`src/rtl/wire_pkg.sv`:
```
//////////////////////////////////////////////////
// wire puzzle package
// colour codes, game states, wire set and buttons
//////////////////////////////////////////////////
`default_nettype none

package wire_pkg;

    // wire slots and colour range
    localparam int unsigned MAX_WIRES  = 6;
    localparam int unsigned MIN_WIRES  = 3;
    localparam int unsigned NUM_COLORS = 5;

    // galois lfsr, x^16 + x^14 + x^13 + x^11 + 1
    localparam logic [15:0] LFSR_SEED = 16'hACE1;
    localparam logic [15:0] LFSR_TAPS = 16'hB400;

    // colour code of one wire slot
    typedef enum logic [2:0] {
        RED     = 3'd0,
        WHITE   = 3'd1,
        YELLOW  = 3'd2,
        BLUE    = 3'd3,
        GRAY    = 3'd4,
        NO_WIRE = 3'd5
    } wire_color_t;

    // overall game state from the bomb controller
    typedef enum logic [2:0] {
        GAME_IDLE    = 3'd0,
        GAME_PLAYING = 3'd1,
        GAME_WON     = 3'd2,
        GAME_LOST    = 3'd3
    } game_state_t;

    // which puzzle currently owns the buttons
    typedef enum logic [2:0] {
        PLAY_WIRES   = 3'd0,
        PLAY_BUTTONS = 3'd1,
        PLAY_MEMORY  = 3'd2
    } playing_state_t;

    // wire count plus one colour per slot, slot 0 first
    typedef struct packed {
        logic [2:0]                  wire_num;
        wire_color_t [0:MAX_WIRES-1] colors;
    } wire_set_t;

    // left sits at bit 0
    typedef struct packed {
        logic [2:0] spare;
        logic       cut;
        logic       right;
        logic       left;
    } button_t;

endpackage

`default_nettype wire

```
`src/rtl/wire_wire_gen.sv`:
```
//////////////////////////////////////////////////
// wire set generator
// free-running lfsr, new random set on activate
//////////////////////////////////////////////////
`timescale 1ns/1ps
`default_nettype none

module wire_wire_gen import wire_pkg::*; (
    input  logic      clk,
    input  logic      arst_n,
    input  logic      activate_rand,
    output wire_set_t wire_set
);

    logic [15:0] lfsr;
    logic [15:0] lfsr_next;
    wire_set_t   new_set;

    // fold a 3 bit field onto the real colours
    function automatic wire_color_t fold_color(input logic [2:0] field);
        logic [2:0] code;
        code = (field >= 3'(NUM_COLORS)) ? field - 3'(NUM_COLORS) : field;
        return wire_color_t'(code);
    endfunction

    // shift right, apply taps when a one drops out
    assign lfsr_next = {1'b0, lfsr[15:1]} ^ (lfsr[0] ? LFSR_TAPS : 16'h0000);

    always_ff @(posedge clk or negedge arst_n) begin
        if (!arst_n) begin
            lfsr <= LFSR_SEED;
        end else begin
            lfsr <= lfsr_next;
        end
    end

    // low two bits pick the count, overlapping fields pick colours
    always_comb begin
        new_set.wire_num = 3'(MIN_WIRES) + {1'b0, lfsr[1:0]};
        for (int i = 0; i < MAX_WIRES; i++) begin
            if (3'(i) < new_set.wire_num) begin
                new_set.colors[i] = fold_color(lfsr[2 + 2*i +: 3]);
            end else begin
                new_set.colors[i] = NO_WIRE;
            end
        end
    end

    // set holds until the next activate
    always_ff @(posedge clk or negedge arst_n) begin
        if (!arst_n) begin
            wire_set.wire_num <= '0;
            for (int i = 0; i < MAX_WIRES; i++) begin
                wire_set.colors[i] <= NO_WIRE;
            end
        end else if (activate_rand) begin
            wire_set <= new_set;
        end
    end

endmodule

`default_nettype wire

```
`src/rtl/wire_wire_locator.sv`:
```
//////////////////////////////////////////////////
// wire cursor
// left and right buttons move over present wires
//////////////////////////////////////////////////
`timescale 1ns/1ps
`default_nettype none

module wire_wire_locator import wire_pkg::*; (
    input  logic           clk,
    input  logic           arst_n,
    input  button_t        button,
    input  logic           strobe,
    input  game_state_t    game_state_in,
    input  playing_state_t playing_state_in,
    input  logic           activate_rand,
    input  logic [2:0]     wire_num,
    output logic [2:0]     wire_pos
);

    logic press_valid;
    logic at_top;

    // press only counts while the wire puzzle is live
    assign press_valid = strobe
                         && (game_state_in == GAME_PLAYING)
                         && (playing_state_in == PLAY_WIRES);

    // cursor already on the last present wire
    assign at_top = ({1'b0, wire_pos} + 4'd1) >= {1'b0, wire_num};

    always_ff @(posedge clk or negedge arst_n) begin
        if (!arst_n) begin
            wire_pos <= '0;
        end else if (activate_rand) begin
            wire_pos <= '0;
        end else if (press_valid && button.left) begin
            // left wins over right
            if (wire_pos != 3'd0) begin
                wire_pos <= wire_pos - 3'd1;
            end
        end else if (press_valid && button.right) begin
            if (!at_top) begin
                wire_pos <= wire_pos + 3'd1;
            end
        end
    end

endmodule

`default_nettype wire

```
`src/rtl/wire_rule_solver.sv`:
```
//////////////////////////////////////////////////
// wire rule solver
// colour rules giving the slot that must be cut
//////////////////////////////////////////////////
`timescale 1ns/1ps
`default_nettype none

module wire_rule_solver import wire_pkg::*; (
    input  wire_set_t  wire_set,
    output logic [2:0] solution
);

    logic [2:0]  red_cnt;
    logic [2:0]  white_cnt;
    logic [2:0]  yellow_cnt;
    logic [2:0]  blue_cnt;
    logic [2:0]  gray_cnt;
    logic [2:0]  last_red;
    logic [2:0]  last_blue;
    wire_color_t last_color;

    // colour counts over present slots only
    always_comb begin
        red_cnt    = '0;
        white_cnt  = '0;
        yellow_cnt = '0;
        blue_cnt   = '0;
        gray_cnt   = '0;
        last_red   = '0;
        last_blue  = '0;
        last_color = NO_WIRE;
        for (int i = 0; i < MAX_WIRES; i++) begin
            if (3'(i) < wire_set.wire_num) begin
                last_color = wire_set.colors[i];
                case (wire_set.colors[i])
                    RED: begin
                        red_cnt  = red_cnt + 3'd1;
                        last_red = 3'(i);
                    end
                    WHITE:  white_cnt  = white_cnt + 3'd1;
                    YELLOW: yellow_cnt = yellow_cnt + 3'd1;
                    BLUE: begin
                        blue_cnt  = blue_cnt + 3'd1;
                        last_blue = 3'(i);
                    end
                    GRAY:   gray_cnt = gray_cnt + 3'd1;
                    default: ;
                endcase
            end
        end
    end

    // first matching rule wins; indices are zero based
    always_comb begin
        case (wire_set.wire_num)
            3'd3: begin
                if (red_cnt == 3'd0)
                    solution = 3'd1;
                else if (last_color == WHITE)
                    solution = 3'd2;
                else if (blue_cnt > 3'd1)
                    solution = last_blue;
                else
                    solution = 3'd2;
            end
            3'd4: begin
                if (red_cnt > 3'd1)
                    solution = last_red;
                else if (last_color == YELLOW && red_cnt == 3'd0)
                    solution = 3'd0;
                else if (blue_cnt == 3'd1)
                    solution = 3'd0;
                else if (yellow_cnt > 3'd1)
                    solution = 3'd3;
                else
                    solution = 3'd1;
            end
            3'd5: begin
                if (last_color == GRAY)
                    solution = 3'd3;
                else if (red_cnt == 3'd1 && yellow_cnt > 3'd1)
                    solution = 3'd0;
                else if (gray_cnt == 3'd0)
                    solution = 3'd1;
                else
                    solution = 3'd0;
            end
            3'd6: begin
                if (yellow_cnt == 3'd0)
                    solution = 3'd2;
                else if (yellow_cnt == 3'd1 && white_cnt > 3'd1)
                    solution = 3'd3;
                else if (red_cnt == 3'd0)
                    solution = 3'd5;
                else
                    solution = 3'd3;
            end
            // no set loaded yet
            default: solution = 3'd0;
        endcase
    end

endmodule

`default_nettype wire

```
`src/rtl/wire_cut_detector.sv`:
```
//////////////////////////////////////////////////
// wire cut detector
// cut status, clear level and one-cycle error
//////////////////////////////////////////////////
`timescale 1ns/1ps
`default_nettype none

module wire_cut_detector import wire_pkg::*; (
    input  logic                 clk,
    input  logic                 arst_n,
    input  button_t              button,
    input  logic                 strobe,
    input  game_state_t          game_state_in,
    input  playing_state_t       playing_state_in,
    input  logic                 activate_rand,
    input  wire_set_t            wire_set,
    input  logic [2:0]           wire_pos,
    output logic [MAX_WIRES-1:0] wire_status,
    output logic                 wire_clear,
    output logic                 wire_error
);

    logic       press_valid;
    logic       pos_present;
    logic       cut_valid;
    logic [2:0] solution;

    wire_rule_solver wire_rule_solver_0 (
        .wire_set (wire_set),
        .solution (solution)
    );

    assign press_valid = strobe
                         && (game_state_in == GAME_PLAYING)
                         && (playing_state_in == PLAY_WIRES);

    assign pos_present = wire_pos < wire_set.wire_num;

    // slot must exist, be uncut, and the puzzle must not be solved
    assign cut_valid = press_valid && button.cut && pos_present
                       && !wire_status[wire_pos] && !wire_clear;

    always_ff @(posedge clk or negedge arst_n) begin
        if (!arst_n) begin
            wire_status <= '0;
            wire_clear  <= 1'b0;
            wire_error  <= 1'b0;
        end else if (activate_rand) begin
            wire_status <= '0;
            wire_clear  <= 1'b0;
            wire_error  <= 1'b0;
        end else begin
            // error is a pulse, so it drops unless a wrong cut lands now
            wire_error <= 1'b0;
            if (cut_valid) begin
                wire_status[wire_pos] <= 1'b1;
                if (wire_pos == solution) begin
                    wire_clear <= 1'b1;
                end else begin
                    wire_error <= 1'b1;
                end
            end
        end
    end

endmodule

`default_nettype wire

```
`src/rtl/wire_game.sv`:
```
//////////////////////////////////////////////////
// wire puzzle top
// generator, cursor and cut detector
//////////////////////////////////////////////////
`timescale 1ns/1ps
`default_nettype none

module wire_game import wire_pkg::*; (
    input  logic                 clk,
    input  logic                 arst_n,
    input  button_t              button,
    input  logic                 strobe,
    input  game_state_t          game_state_in,
    input  playing_state_t       playing_state_in,
    input  logic                 activate_rand,
    output wire_set_t            wire_set,
    output logic [2:0]           wire_pos,
    output logic [MAX_WIRES-1:0] wire_status,
    output logic                 wire_clear,
    output logic                 wire_error
);

    wire_wire_gen wire_wire_gen_0 (
        .clk           (clk),
        .arst_n        (arst_n),
        .activate_rand (activate_rand),
        .wire_set      (wire_set)
    );

    wire_wire_locator wire_locator_0 (
        .clk              (clk),
        .arst_n           (arst_n),
        .button           (button),
        .strobe           (strobe),
        .game_state_in    (game_state_in),
        .playing_state_in (playing_state_in),
        .activate_rand    (activate_rand),
        .wire_num         (wire_set.wire_num),
        .wire_pos         (wire_pos)
    );

    wire_cut_detector wire_cut_detector_0 (
        .clk              (clk),
        .arst_n           (arst_n),
        .button           (button),
        .strobe           (strobe),
        .game_state_in    (game_state_in),
        .playing_state_in (playing_state_in),
        .activate_rand    (activate_rand),
        .wire_set         (wire_set),
        .wire_pos         (wire_pos),
        .wire_status      (wire_status),
        .wire_clear       (wire_clear),
        .wire_error       (wire_error)
    );

endmodule

`default_nettype wire

```
`config.mk`:
```
export PLATFORM = sky130hd
export DESIGN_NAME = wire_game
export DESIGN_NICKNAME = d
export VERILOG_FILES = /design/src/rtl/wire_pkg.sv /design/src/rtl/wire_wire_gen.sv /design/src/rtl/wire_wire_locator.sv /design/src/rtl/wire_rule_solver.sv /design/src/rtl/wire_cut_detector.sv /design/src/rtl/wire_game.sv
export SDC_FILE = /design/constraint.sdc
export NUM_CORES = 1
export LEC_CHECK = 0
export ABC_CLOCK_PERIOD_IN_PS = 6400
export BUFFER_PORTS_ARGS = -buffer_cell sky130_fd_sc_hd__buf_2
export CAP_MARGIN = 10
export CORE_MARGIN = 3
export CORE_UTILIZATION = 61
export DETAILED_ROUTE_END_ITERATION = 10
export GPL_TIMING_DRIVEN = 0
export PLACE_DENSITY = 0.82
export SYNTH_ARGS = -nofsm -noshare
export SYNTH_HDL_FRONTEND = slang
export SYNTH_SLANG_ARGS = --single-unit
```
`constraint.sdc`:
```
create_clock -name clk -period 6.4 [get_ports clk]
set_input_delay 0.64 -clock clk [delete_from_list [all_inputs] [get_ports clk]]
set_output_delay 0.64 -clock clk [all_outputs]
set_load 0.05 [all_outputs]
```
### Word level (Yosys, flattened, before mapping)

Index checks and enable logic that the tools add are counted.

* register bits after elaboration: 48
* word-level logic and storage cells: 273

* add/sub/neg operators: 35
* magnitude comparators: 26
* equality and inequality tests: 38
* mux-type cells: 130
* bitwise logic cells: 2
* reduce and logical (&&, ||, !) cells: 30

Operators by type and width (count)
* 3-bit 2-to-1 mux: 96
* 3-bit by 1-bit adder with 3-bit output, second input constant: 26
* 3-bit by 2-bit equality test with 1-bit output, second input constant: 14
* 3-bit by 1-bit equality test with 1-bit output, second input constant: 11
* 3-bit equality test, second input constant: 10
* 3-bit zero test: 10
* 1-bit 2-to-1 mux: 24
* 3-bit >= comparator, second input constant: 6
* 3-bit subtractor, second input constant: 6
* 16-bit 2-to-1 mux: 1
* 15-bit by 16-bit XOR with 16-bit output: 1
* 3-bit by 1-bit > comparator with 1-bit output, second input constant: 4
* 1-bit logical AND: 12
* 1-bit by 3-bit < comparator with 1-bit output, first input constant: 4
* 2-bit by 3-bit < comparator with 1-bit output, first input constant: 4
* 3-bit < comparator, first input constant: 4
* 6-bit 2-to-1 mux: 2
* 3-bit one-hot mux with 4 select lines: 1
* 2-bit 2-to-1 mux: 4
* 3-bit != test, second input constant: 2
* 6-bit OR: 1
* 3-bit nonzero test: 2
* 3-bit by 1-bit adder with 4-bit output, second input constant: 1
* 4-bit by 3-bit >= comparator with 1-bit output: 1
* other kinds (12): 14

### Depth between registers and ports, before layout

Gate-level depths: netlist of run 1.

* word-level depth: 28
* mapped depth: 27
* depth with buffers taken out: 25

### Modules after synthesis

A second synthesis of run 1 with hierarchy kept.

* cell total of the unflattened synthesis: 554
* area total of the unflattened synthesis: 4908.5 µm²

By module, submodules not included
* wire_rule_solver: instances 1, cells an instance 295, area an instance 2217.1 µm²
* wire_wire_gen: instances 1, cells an instance 151, area an instance 1704.1 µm²
* wire_cut_detector: instances 1, cells an instance 57, area an instance 548.0 µm²
* wire_wire_locator: instances 1, cells an instance 51, area an instance 439.2 µm²

### Least setup slack after synthesis of run 1

OpenSTA, ideal clock, no wires.

* kind: register to register
* start: reg wire_wire_gen_0.wire_set[18] (netlist name)
* end: reg wire_cut_detector_0.wire_clear
* setup time: 0.120 ns
* arrival: 5.402 ns
* data required time: 6.280 ns
* path slack: 0.878 ns
* stages on the path, launching flop included: 25
* buffers on the path: 2
* cells stage by stage: dfrtp_1 > buf_4 > buf_2 > o21ai_0 > nor3_1 > ha_1 > mux2i_2 > inv_1 > ha_1 > a21o_1 > ha_1 > o22ai_2 > inv_2 > ha_1 > and4_1 > a21o_1 > ha_1 > and3_1 > xnor2_1 > xnor2_2 > o2111a_1 > o21ba_1 > o311ai_1 > o211ai_2 > a41o_1

* word-level cells in the longest chain between the ends: 26
* elaborated cells on any way between the ends: 152
* classes of those cells: add/sub (25); order compare (11); eq/ne (11); mux (93); reduce/logical (12)

RTL lines
* 1-bit by 3-bit < comparator with 1-bit output: RTL line wire_rule_solver.sv:33 `if (3'(i) < wire_set.wire_num) begin`
* 1-bit 2-to-1 mux: RTL line wire_rule_solver.sv:33
* 3-bit by 1-bit adder with 3-bit output: RTL line wire_rule_solver.sv:41 `YELLOW: yellow_cnt = yellow_cnt + 3'd1;`
* 3-bit 2-to-1 mux: RTL line wire_rule_solver.sv:35 `case (wire_set.colors[i])`
* 3-bit 2-to-1 mux: RTL line wire_rule_solver.sv:33
* 3-bit by 1-bit adder with 3-bit output: RTL line wire_rule_solver.sv:41
* 3-bit 2-to-1 mux: RTL line wire_rule_solver.sv:35
* 3-bit 2-to-1 mux: RTL line wire_rule_solver.sv:33
* [10 not listed]
* 2-bit 2-to-1 mux: RTL line wire_rule_solver.sv:73 `else if (yellow_cnt > 3'd1)`
* 2-bit 2-to-1 mux: RTL line wire_rule_solver.sv:71 `else if (blue_cnt == 3'd1)`
* 2-bit 2-to-1 mux: RTL line wire_rule_solver.sv:69 `else if (last_color == YELLOW && red_cnt == 3'd0)`
* 3-bit 2-to-1 mux: RTL line wire_rule_solver.sv:67 `if (red_cnt > 3'd1)`
* 3-bit one-hot mux with 4 select lines: RTL line wire_rule_solver.sv:55 `case (wire_set.wire_num)`
* 3-bit equality test: RTL line wire_cut_detector.sv:57 `if (wire_pos == solution) begin`
* 2-bit nonzero test (no line)
* 2-bit AND reduction (no line) (*)
* to (signal assigned): RTL line wire_cut_detector.sv:46 `wire_clear <= 1'b0;`
* to (signal assigned): RTL line wire_cut_detector.sv:50 `wire_clear <= 1'b0;`
* to (signal assigned): RTL line wire_cut_detector.sv:58 `wire_clear <= 1'b1;`
* to (decl): RTL line wire_cut_detector.sv:19 `output logic wire_clear,`

Every way passes the cells marked *; elsewhere a longest branch is shown, timed or not.
A chain may end at the register's enable or synchronous reset.

### Worst setup path in the final report of run 1

* start: reg wire_wire_gen_0.wire_set[18] (netlist name)
* end: reg wire_cut_detector_0.wire_clear

* word-level cells in the longest chain between the ends: 26
* elaborated cells on any way between the ends: 152
* classes of those cells: add/sub (25); order compare (11); eq/ne (11); mux (93); reduce/logical (12)

RTL lines (RTL line)
* 1-bit by 3-bit < comparator with 1-bit output: wire_rule_solver.sv:33
* 1-bit 2-to-1 mux: wire_rule_solver.sv:33
* 3-bit by 1-bit adder with 3-bit output: wire_rule_solver.sv:41
* 3-bit 2-to-1 mux: wire_rule_solver.sv:35
* 3-bit 2-to-1 mux: wire_rule_solver.sv:33
* 3-bit by 1-bit adder with 3-bit output: wire_rule_solver.sv:41
* 3-bit 2-to-1 mux: wire_rule_solver.sv:35
* 3-bit 2-to-1 mux: wire_rule_solver.sv:33
* [10 not listed]
* 2-bit 2-to-1 mux: wire_rule_solver.sv:73
* 2-bit 2-to-1 mux: wire_rule_solver.sv:71
* 2-bit 2-to-1 mux: wire_rule_solver.sv:69
* 3-bit 2-to-1 mux: wire_rule_solver.sv:67
* 3-bit one-hot mux with 4 select lines: wire_rule_solver.sv:55
* 3-bit equality test: wire_cut_detector.sv:57
* 2-bit nonzero test (no line)
* 2-bit AND reduction (no line) (*)

Marked as above.

==> flow_summary_export.csv, run 1 <==
group,metric,value,unit
yosys,yosys_warnings,0,
sta,setup_viol,0,
finish,syn2layout_area_growth,9.237,%
min_path,hold_path.class,"reg -> reg",
finish,nets,686,
setup_path,cpMaxStageDelayCell,"dfrtp_1",
global_routing,grt_overflow,0,
detailed_routing,postRouteWirelength,12650,um
power,powerDensity,141.4,nW/um^2
clocking,cts_sinks,48,
setup_path,arrival,6.09,ns
clocking,tritoncts,"yes",
sta,tns,0,ns
setup_path,startpoint,"wire_wire_gen_0.wire_set[18]",
yosys,synth_largest_area_cell,"dfrtp_1",
outcome,status,"finished clean",
job,maxCapViolCount,0,
yosys,synth_edf_count,0,
clocking,h-tree-depth,2,
setup_path,cp.required,6.60,ns
clocking,postCtsSetupBuffers,0,
die,rows,32,
min_path,min-delay-start,"wire_wire_gen_0.lfsr[7]",
setup_path,cp_common_cell,"ha_1",
placed_design,gp_congestion,0.9415,
clocking,root_buffer,"clkbuf_8",
global_routing,grt_antenna_before_repair,0,
yosys,synth.area.top_cells,"dfrtp_1 14%, ha_1 12%, dfstp_2 11%",
yosys,ys_seq_elements,48,
finish,diodes,0,
yosys,synth-async-reset-ratio,100.0,%
setup_path,crit_chain,"buf_4, buf_2, o21ai_0, nor3_1, ha_1, mux2i_2, inv_1, ha_1, a21o_1, ha_1, o22ai_2, inv_2, ha_1, and4_1, a21o_1, ha_1, and3_1, xnor2_1, xnor2_2, o2111a_1, o21ba_1, o311ai_1, o211ai_2, a41o_1",
global_routing,grt_pass1_vias,4213,
yosys,synth_area,4971,um^2
sta,max_slew.worst_pin.slew,1.027,ns
sta,max_freq,169.8,MHz
setup_path,startpoint_type,"flip-flop",
yosys,synth.most_common_cell,"ha_1",
sta,rsz0062_at_grt,"false",
global_routing,grt_first_pass_wirelength,20340,um
detailed_routing,vias,4521,
yosys,seq_area_frac_synth,24.67,%
sta,final.setup_skew,0.006077,ns
detailed_routing,drc,0,
yosys,synth_top_area_share,14.10,%
sta,max-slew-margin-rel,31.51,%
clocking,hold_buffers,0,
finish,post-route-util,69.55,%
die,die_y,96.27,um
placed_design,io_buffers,44,
yosys,synthCells,569,
sta,period_needed,5.889,ns
die,initial_utilization,63.67,%
yosys,yosysUniqueCellTypes,98,
placed_design,dp_hpwl,9942,um
global_routing,grt_usage,28.23,%
clocking,clkTransAtPathRegs,0.09,ns
die,coreArea,7807,um^2
die,die_w,96.27,um
power,p_leak,2.512,nW
global_routing,grt_max_degree,49,
setup_path,worstReg2RegStart,"wire_wire_gen_0.wire_set[18]",
die,die_area,9268,um^2
setup_path,critPathKind,"reg -> reg",
detailed_routing,wl_per_cell,17.49,um
clocking,clk_path_buf_depth,2,
sta,post-route-period-util,92.01,%
finish,fill_cells,615,
setup_path,slowest_delay,0.58,ns
detailed_routing,ant_nets,0,
power,power,0.7679,mW
setup_path,cp_max_fo,10,
sta,slew_violations,0,
sta,finalHoldViolations,0,
setup_path,cp-end-kind,"flip-flop",
yosys,synthFlopType,"dfrtp_1",
clocking,cts-buffers-inserted,5,
clocking,clock_latency,0.30,ns
finish,drive_above_1_share,19.48,%
yosys,synthTopCellsByCount,"49 x ha_1, 47 x nand2_1, 46 x nor2_1",
clocking,ctsResizeCount,0,
die,io_pins,48,
detailed_routing,dr.pass1.iters,5,
detailed_routing,viasPerCell,6.253,
detailed_routing,drtIter0Drc,254,
yosys,syn_area_per_cell,8.736,um^2
power,ir_drop,168.7,uV
yosys,syn-num-nets,635,
layout make-up:
type / count / area [um^2] / share of cell area, %
clock inverter: 3 / 42.54 / 0.7834
timing repair buffer: 44 / 220.2 / 4.055
tap: 102 / 127.6 / 2.350
buffer: 27 / 138.9 / 2.558
sequential: 48 / 1226 / 22.58
clock buffer: 5 / 68.82 / 1.267
multi-input combinational: 452 / 3446 / 63.46
inverter: 42 / 160.2 / 2.949
stage by stage:
step                      hold slack (ns)  std cells  setup slack [ns]  area, um^2
final                              0.3857        723            0.5113        5430
after global routing               0.3925        723            0.1991        5430
after CTS                          0.3876        723            0.5697        5430
after detailed placement           0.3725        715            0.6035        5319
after global placement             0.3749        715            0.6387        5319
after floorplan                    0.3444        569            0.8779        4971
logic make-up after synthesis:
group | synth area share, %
buffers and inverters | 6.015
AO/OA/AOI/OAI | 17.92
flip-flops | 24.67
multiplexers | 4.228
AND/OR/NAND/NOR | 24.77
adder cells (fa/ha/maj) | 12.74
XOR/XNOR | 9.665
metal layers:
layer	wire (um)	GRT usage, %
met1	5399	36.54
met2	6168	48.88
met3	657	2.346
met4	422	10.43
met5	0	0
sequential cells by signal, summed over array words and instances (netlist names):
| register | flops |
|---|---|
| wire_cut_detector_0.wire_status | 6 |
| wire_cut_detector_0.wire_error | 1 |
| wire_cut_detector_0.wire_clear | 1 |
| wire_locator_0.wire_pos | 3 |
| wire_wire_gen_0.lfsr | 16 |
| wire_wire_gen_0.wire_set | 21 |
critical path: cells and delay by family, from the launching register on:
kind,cells,cell delay (ns)
buffers and inverters,4,0.67
multiplexers,1,0.27
AND/OR/NAND/NOR,3,0.51
XOR/XNOR,2,0.54
flip-flops,1,0.58
adder cells (fa/ha/maj),5,1.34
AO/OA/AOI/OAI,9,1.86
layout by cell type (no fill, tap or decap), types with 6 or more instances in the layout:
cell type   n
nor2b_1    10
clkbuf_1   10
nor3_1     28
nand3_1    12
o22ai_1     6
mux2i_1    14
xor2_1     13
nand2_1    47
a21oi_1    25
a21o_1      7
o21ai_0    24
nor2_1     46
xnor2_1    16
ha_1       49
nor3b_1     6
dfstp_2    20
nand2b_1    8
a31oi_1    11
xnor3_1     6
dfrtp_1    28
nand4_1     6
inv_1      40
buf_2      52
power breakdown:
part	internal, mW	switching (mW)	leakage, nW
clock	0.116	0.101	0.0541
sequential	0.312	0.0103	0.588
combinational	0.0854	0.144	1.87
final timing paths:
kind | end | slack (ns) | cells after the start
max | wire_cut_detector_0.wire_clear | 0.51 | 24
min | wire_wire_gen_0.lfsr[6] | 0.39 | 0
max reg2reg | wire_cut_detector_0.wire_clear | 0.51 | 24
min reg2reg | wire_wire_gen_0.lfsr[6] | 0.39 | 0
max in group asynchronous | wire_wire_gen_0.lfsr[9] | 5.25 | 1
min in group asynchronous | wire_cut_detector_0.wire_clear | 0.50 | 1
(Power assumes the default switching activity.)
==> run 2: changes to the inputs <==
- ABC_CLOCK_PERIOD_IN_PS: 6400 -> 7340
- CORE_UTILIZATION: 61 -> 65
- PLACE_DENSITY: 0.82 -> 0.87
- clock period: 6.4 -> 7.34 ns (I/O delays scaled with it)
==> run 2 against run 1 <==
Effect of this change: fmax shrank 1.7%; global-route usage up 1.6 points; via count rose by 2.3%; critical path depth is the same.
==> flow_summary_export.csv, run 2 (synthesis gave the netlist of run 1 again) <==
group,metric,value,unit
die,die_area,8733,um^2
detailed_routing,wl_met3,683,um
clocking,clkTransAtPathRegs,0.08,ns
global_routing,grt_usage,29.78,%
placed_design,io_buffers,44,
placed_design,gp_congestion,0.9466,
die,die_y,93.45,um
detailed_routing,viasPerCell,6.426,
sta,rsz0062_at_grt,"false",
detailed_routing,drtIter0Drc,344,
sta,hold_slack,0.3940,ns
setup_path,critPathKind,"reg -> reg",
setup_path,startpoint,"wire_wire_gen_0.wire_set[18]",
detailed_routing,ant_nets,0,
finish,multi_input_area,3446,um^2
global_routing,grt_max_degree,49,
finish,seq_area,1226,um^2
sta,setup_viol,0,
finish,fill_cells,560,
die,io_pins,48,
die,die_w,93.45,um
finish,drive_above_1_share,19.48,%
finish,post-route-util,73.77,%
setup_path,cp-end-kind,"flip-flop",
setup_path,cp_common_cell,"ha_1",
finish,nets,686,
placed_design,dpl_worst_slack,1.469,ns
detailed_routing,top_layer_used,"met4",
detailed_routing,wl_met1,5460,um
setup_path,crit_chain,"buf_4, buf_2, o21ai_0, nor3_1, ha_1, mux2i_2, inv_1, ha_1, a21o_1, ha_1, o22ai_2, inv_2, ha_1, and4_1, a21o_1, ha_1, and3_1, xnor2_1, xnor2_2, o2111a_1, o21ba_1, o311ai_1, o211ai_2, a41o_1",
finish,layout_commonest_cell,"buf_2",
sta,max-slew-margin-rel,33.97,%
outcome,status,"finished clean",
detailed_routing,drc,0,
sta,final.setup_skew,0.004437,ns
clocking,ctsResizeCount,0,
clocking,root_buffer,"clkbuf_8",
sta,tns,0,ns
setup_path,worstReg2RegStart,"wire_wire_gen_0.wire_set[18]",
global_routing,grt_first_pass_wirelength,20800,um
power,powerDensity,118.3,nW/um^2
setup_path,crit_family,"compound AO/OA/AOI/OAI gates",
min_path,hold_path.class,"reg -> reg",
power,ir_drop,106.9,uV
detailed_routing,met2WireLength,6510,um
setup_path,startpoint_type,"flip-flop",
global_routing,grt_overflow,0,
finish,regMostFlops,"wire_wire_gen_0.wire_set",
sta,period_needed,5.991,ns
sta,post-route-period-util,81.62,%
setup_path,rrSetupSlack,1.35,ns
clocking,hold_buffers,0,
clocking,h-tree-depth,2,
clocking,clk_path_buf_depth,2,
setup_path,path_buf_inv,4,
setup_path,cp_max_fo,10,
clocking,clock_latency,0.29,ns
clocking,postCtsSetupBuffers,0,
die,initial_utilization,67.81,%
power,p_leak,2.509,nW
die,rows,31,
detailed_routing,postRouteWirelength,12990,um
placed_design,dp.cells,712,
min_path,min-delay-start,"wire_wire_gen_0.lfsr[7]",
sta,finalHoldViolations,0,
detailed_routing,wl_per_cell,18.04,um
finish,final_cell_mix,"52 x buf_2, 49 x ha_1, 47 x nand2_1",
clocking,cts-buffers-inserted,5,
setup_path,arrival,6.18,ns
clocking,tritoncts,"yes",
finish,syn2layout_area_growth,8.784,%
sta,slew_violations,0,
finish,largest_registers,"wire_wire_gen_0.wire_set: 21 flops, wire_wire_gen_0.lfsr: 16 flops, wire_cut_detector_0.wire_status: 6 flops",
power,power,0.6399,mW
job,maxCapViolCount,0,
setup_path,cp.required,7.53,ns
clocking,cts_sinks,48,
global_routing,grt_antenna_before_repair,0,
setup_path,cpMaxStageDelayCell,"dfrtp_1",
placed_design,dp_hpwl,10190,um
sta,setup_ws,1.349,ns
placed_design,place_area,5315,um^2
detailed_routing,dr.pass1.iters,5,
global_routing,grt_pass1_vias,4376,
finish,stdcell_count,720,
sta,max_slew.worst_pin.slew,0.9904,ns
detailed_routing,vias,4627,
sta,max_freq,166.9,MHz
finish,largest_register_ffs,21,
die,coreArea,7331,um^2
finish,diodes,0,
finish,final_area,5408,um^2
setup_path,slowest_delay,0.63,ns
run 2: power breakdown:
group          internal [mW]  switching [mW]  leakage, nW
Clock                 0.0752          0.0817       0.0510
Combinational         0.0740           0.128         1.87
Sequential             0.272         0.00896        0.588
run 2: final timing paths:
| kind | depth (start not counted) | endpoint |
|---|---|---|
| max | 24 | wire_cut_detector_0.wire_clear |
| min | 0 | wire_wire_gen_0.lfsr[6] |
| max reg2reg | 24 | wire_cut_detector_0.wire_clear |
| min reg2reg | 0 | wire_wire_gen_0.lfsr[6] |
| max in group asynchronous | 1 | wire_wire_gen_0.lfsr[4] |
| min in group asynchronous | 1 | wire_cut_detector_0.wire_error |
run 2: per-layer routing:
layer / track usage [%] / vias to the layer above
met2: 52.29 / 212
met5: 0 / -
met3: 2.655 / 27
met4: 10.99 / 0
met1: 38.00 / 2217
li1: - / 2171
run 2: area by class of cell:
cell class / count / share of cell area (%)
flip-flops and latches: 48 / 22.67
plain buffers: 27 / 2.568
repair buffers: 44 / 4.072
well taps: 99 / 2.291
inverters: 42 / 2.962
clock inverters: 2 / 0.1851
multi-input cells: 452 / 63.72
clock buffers: 6 / 1.527
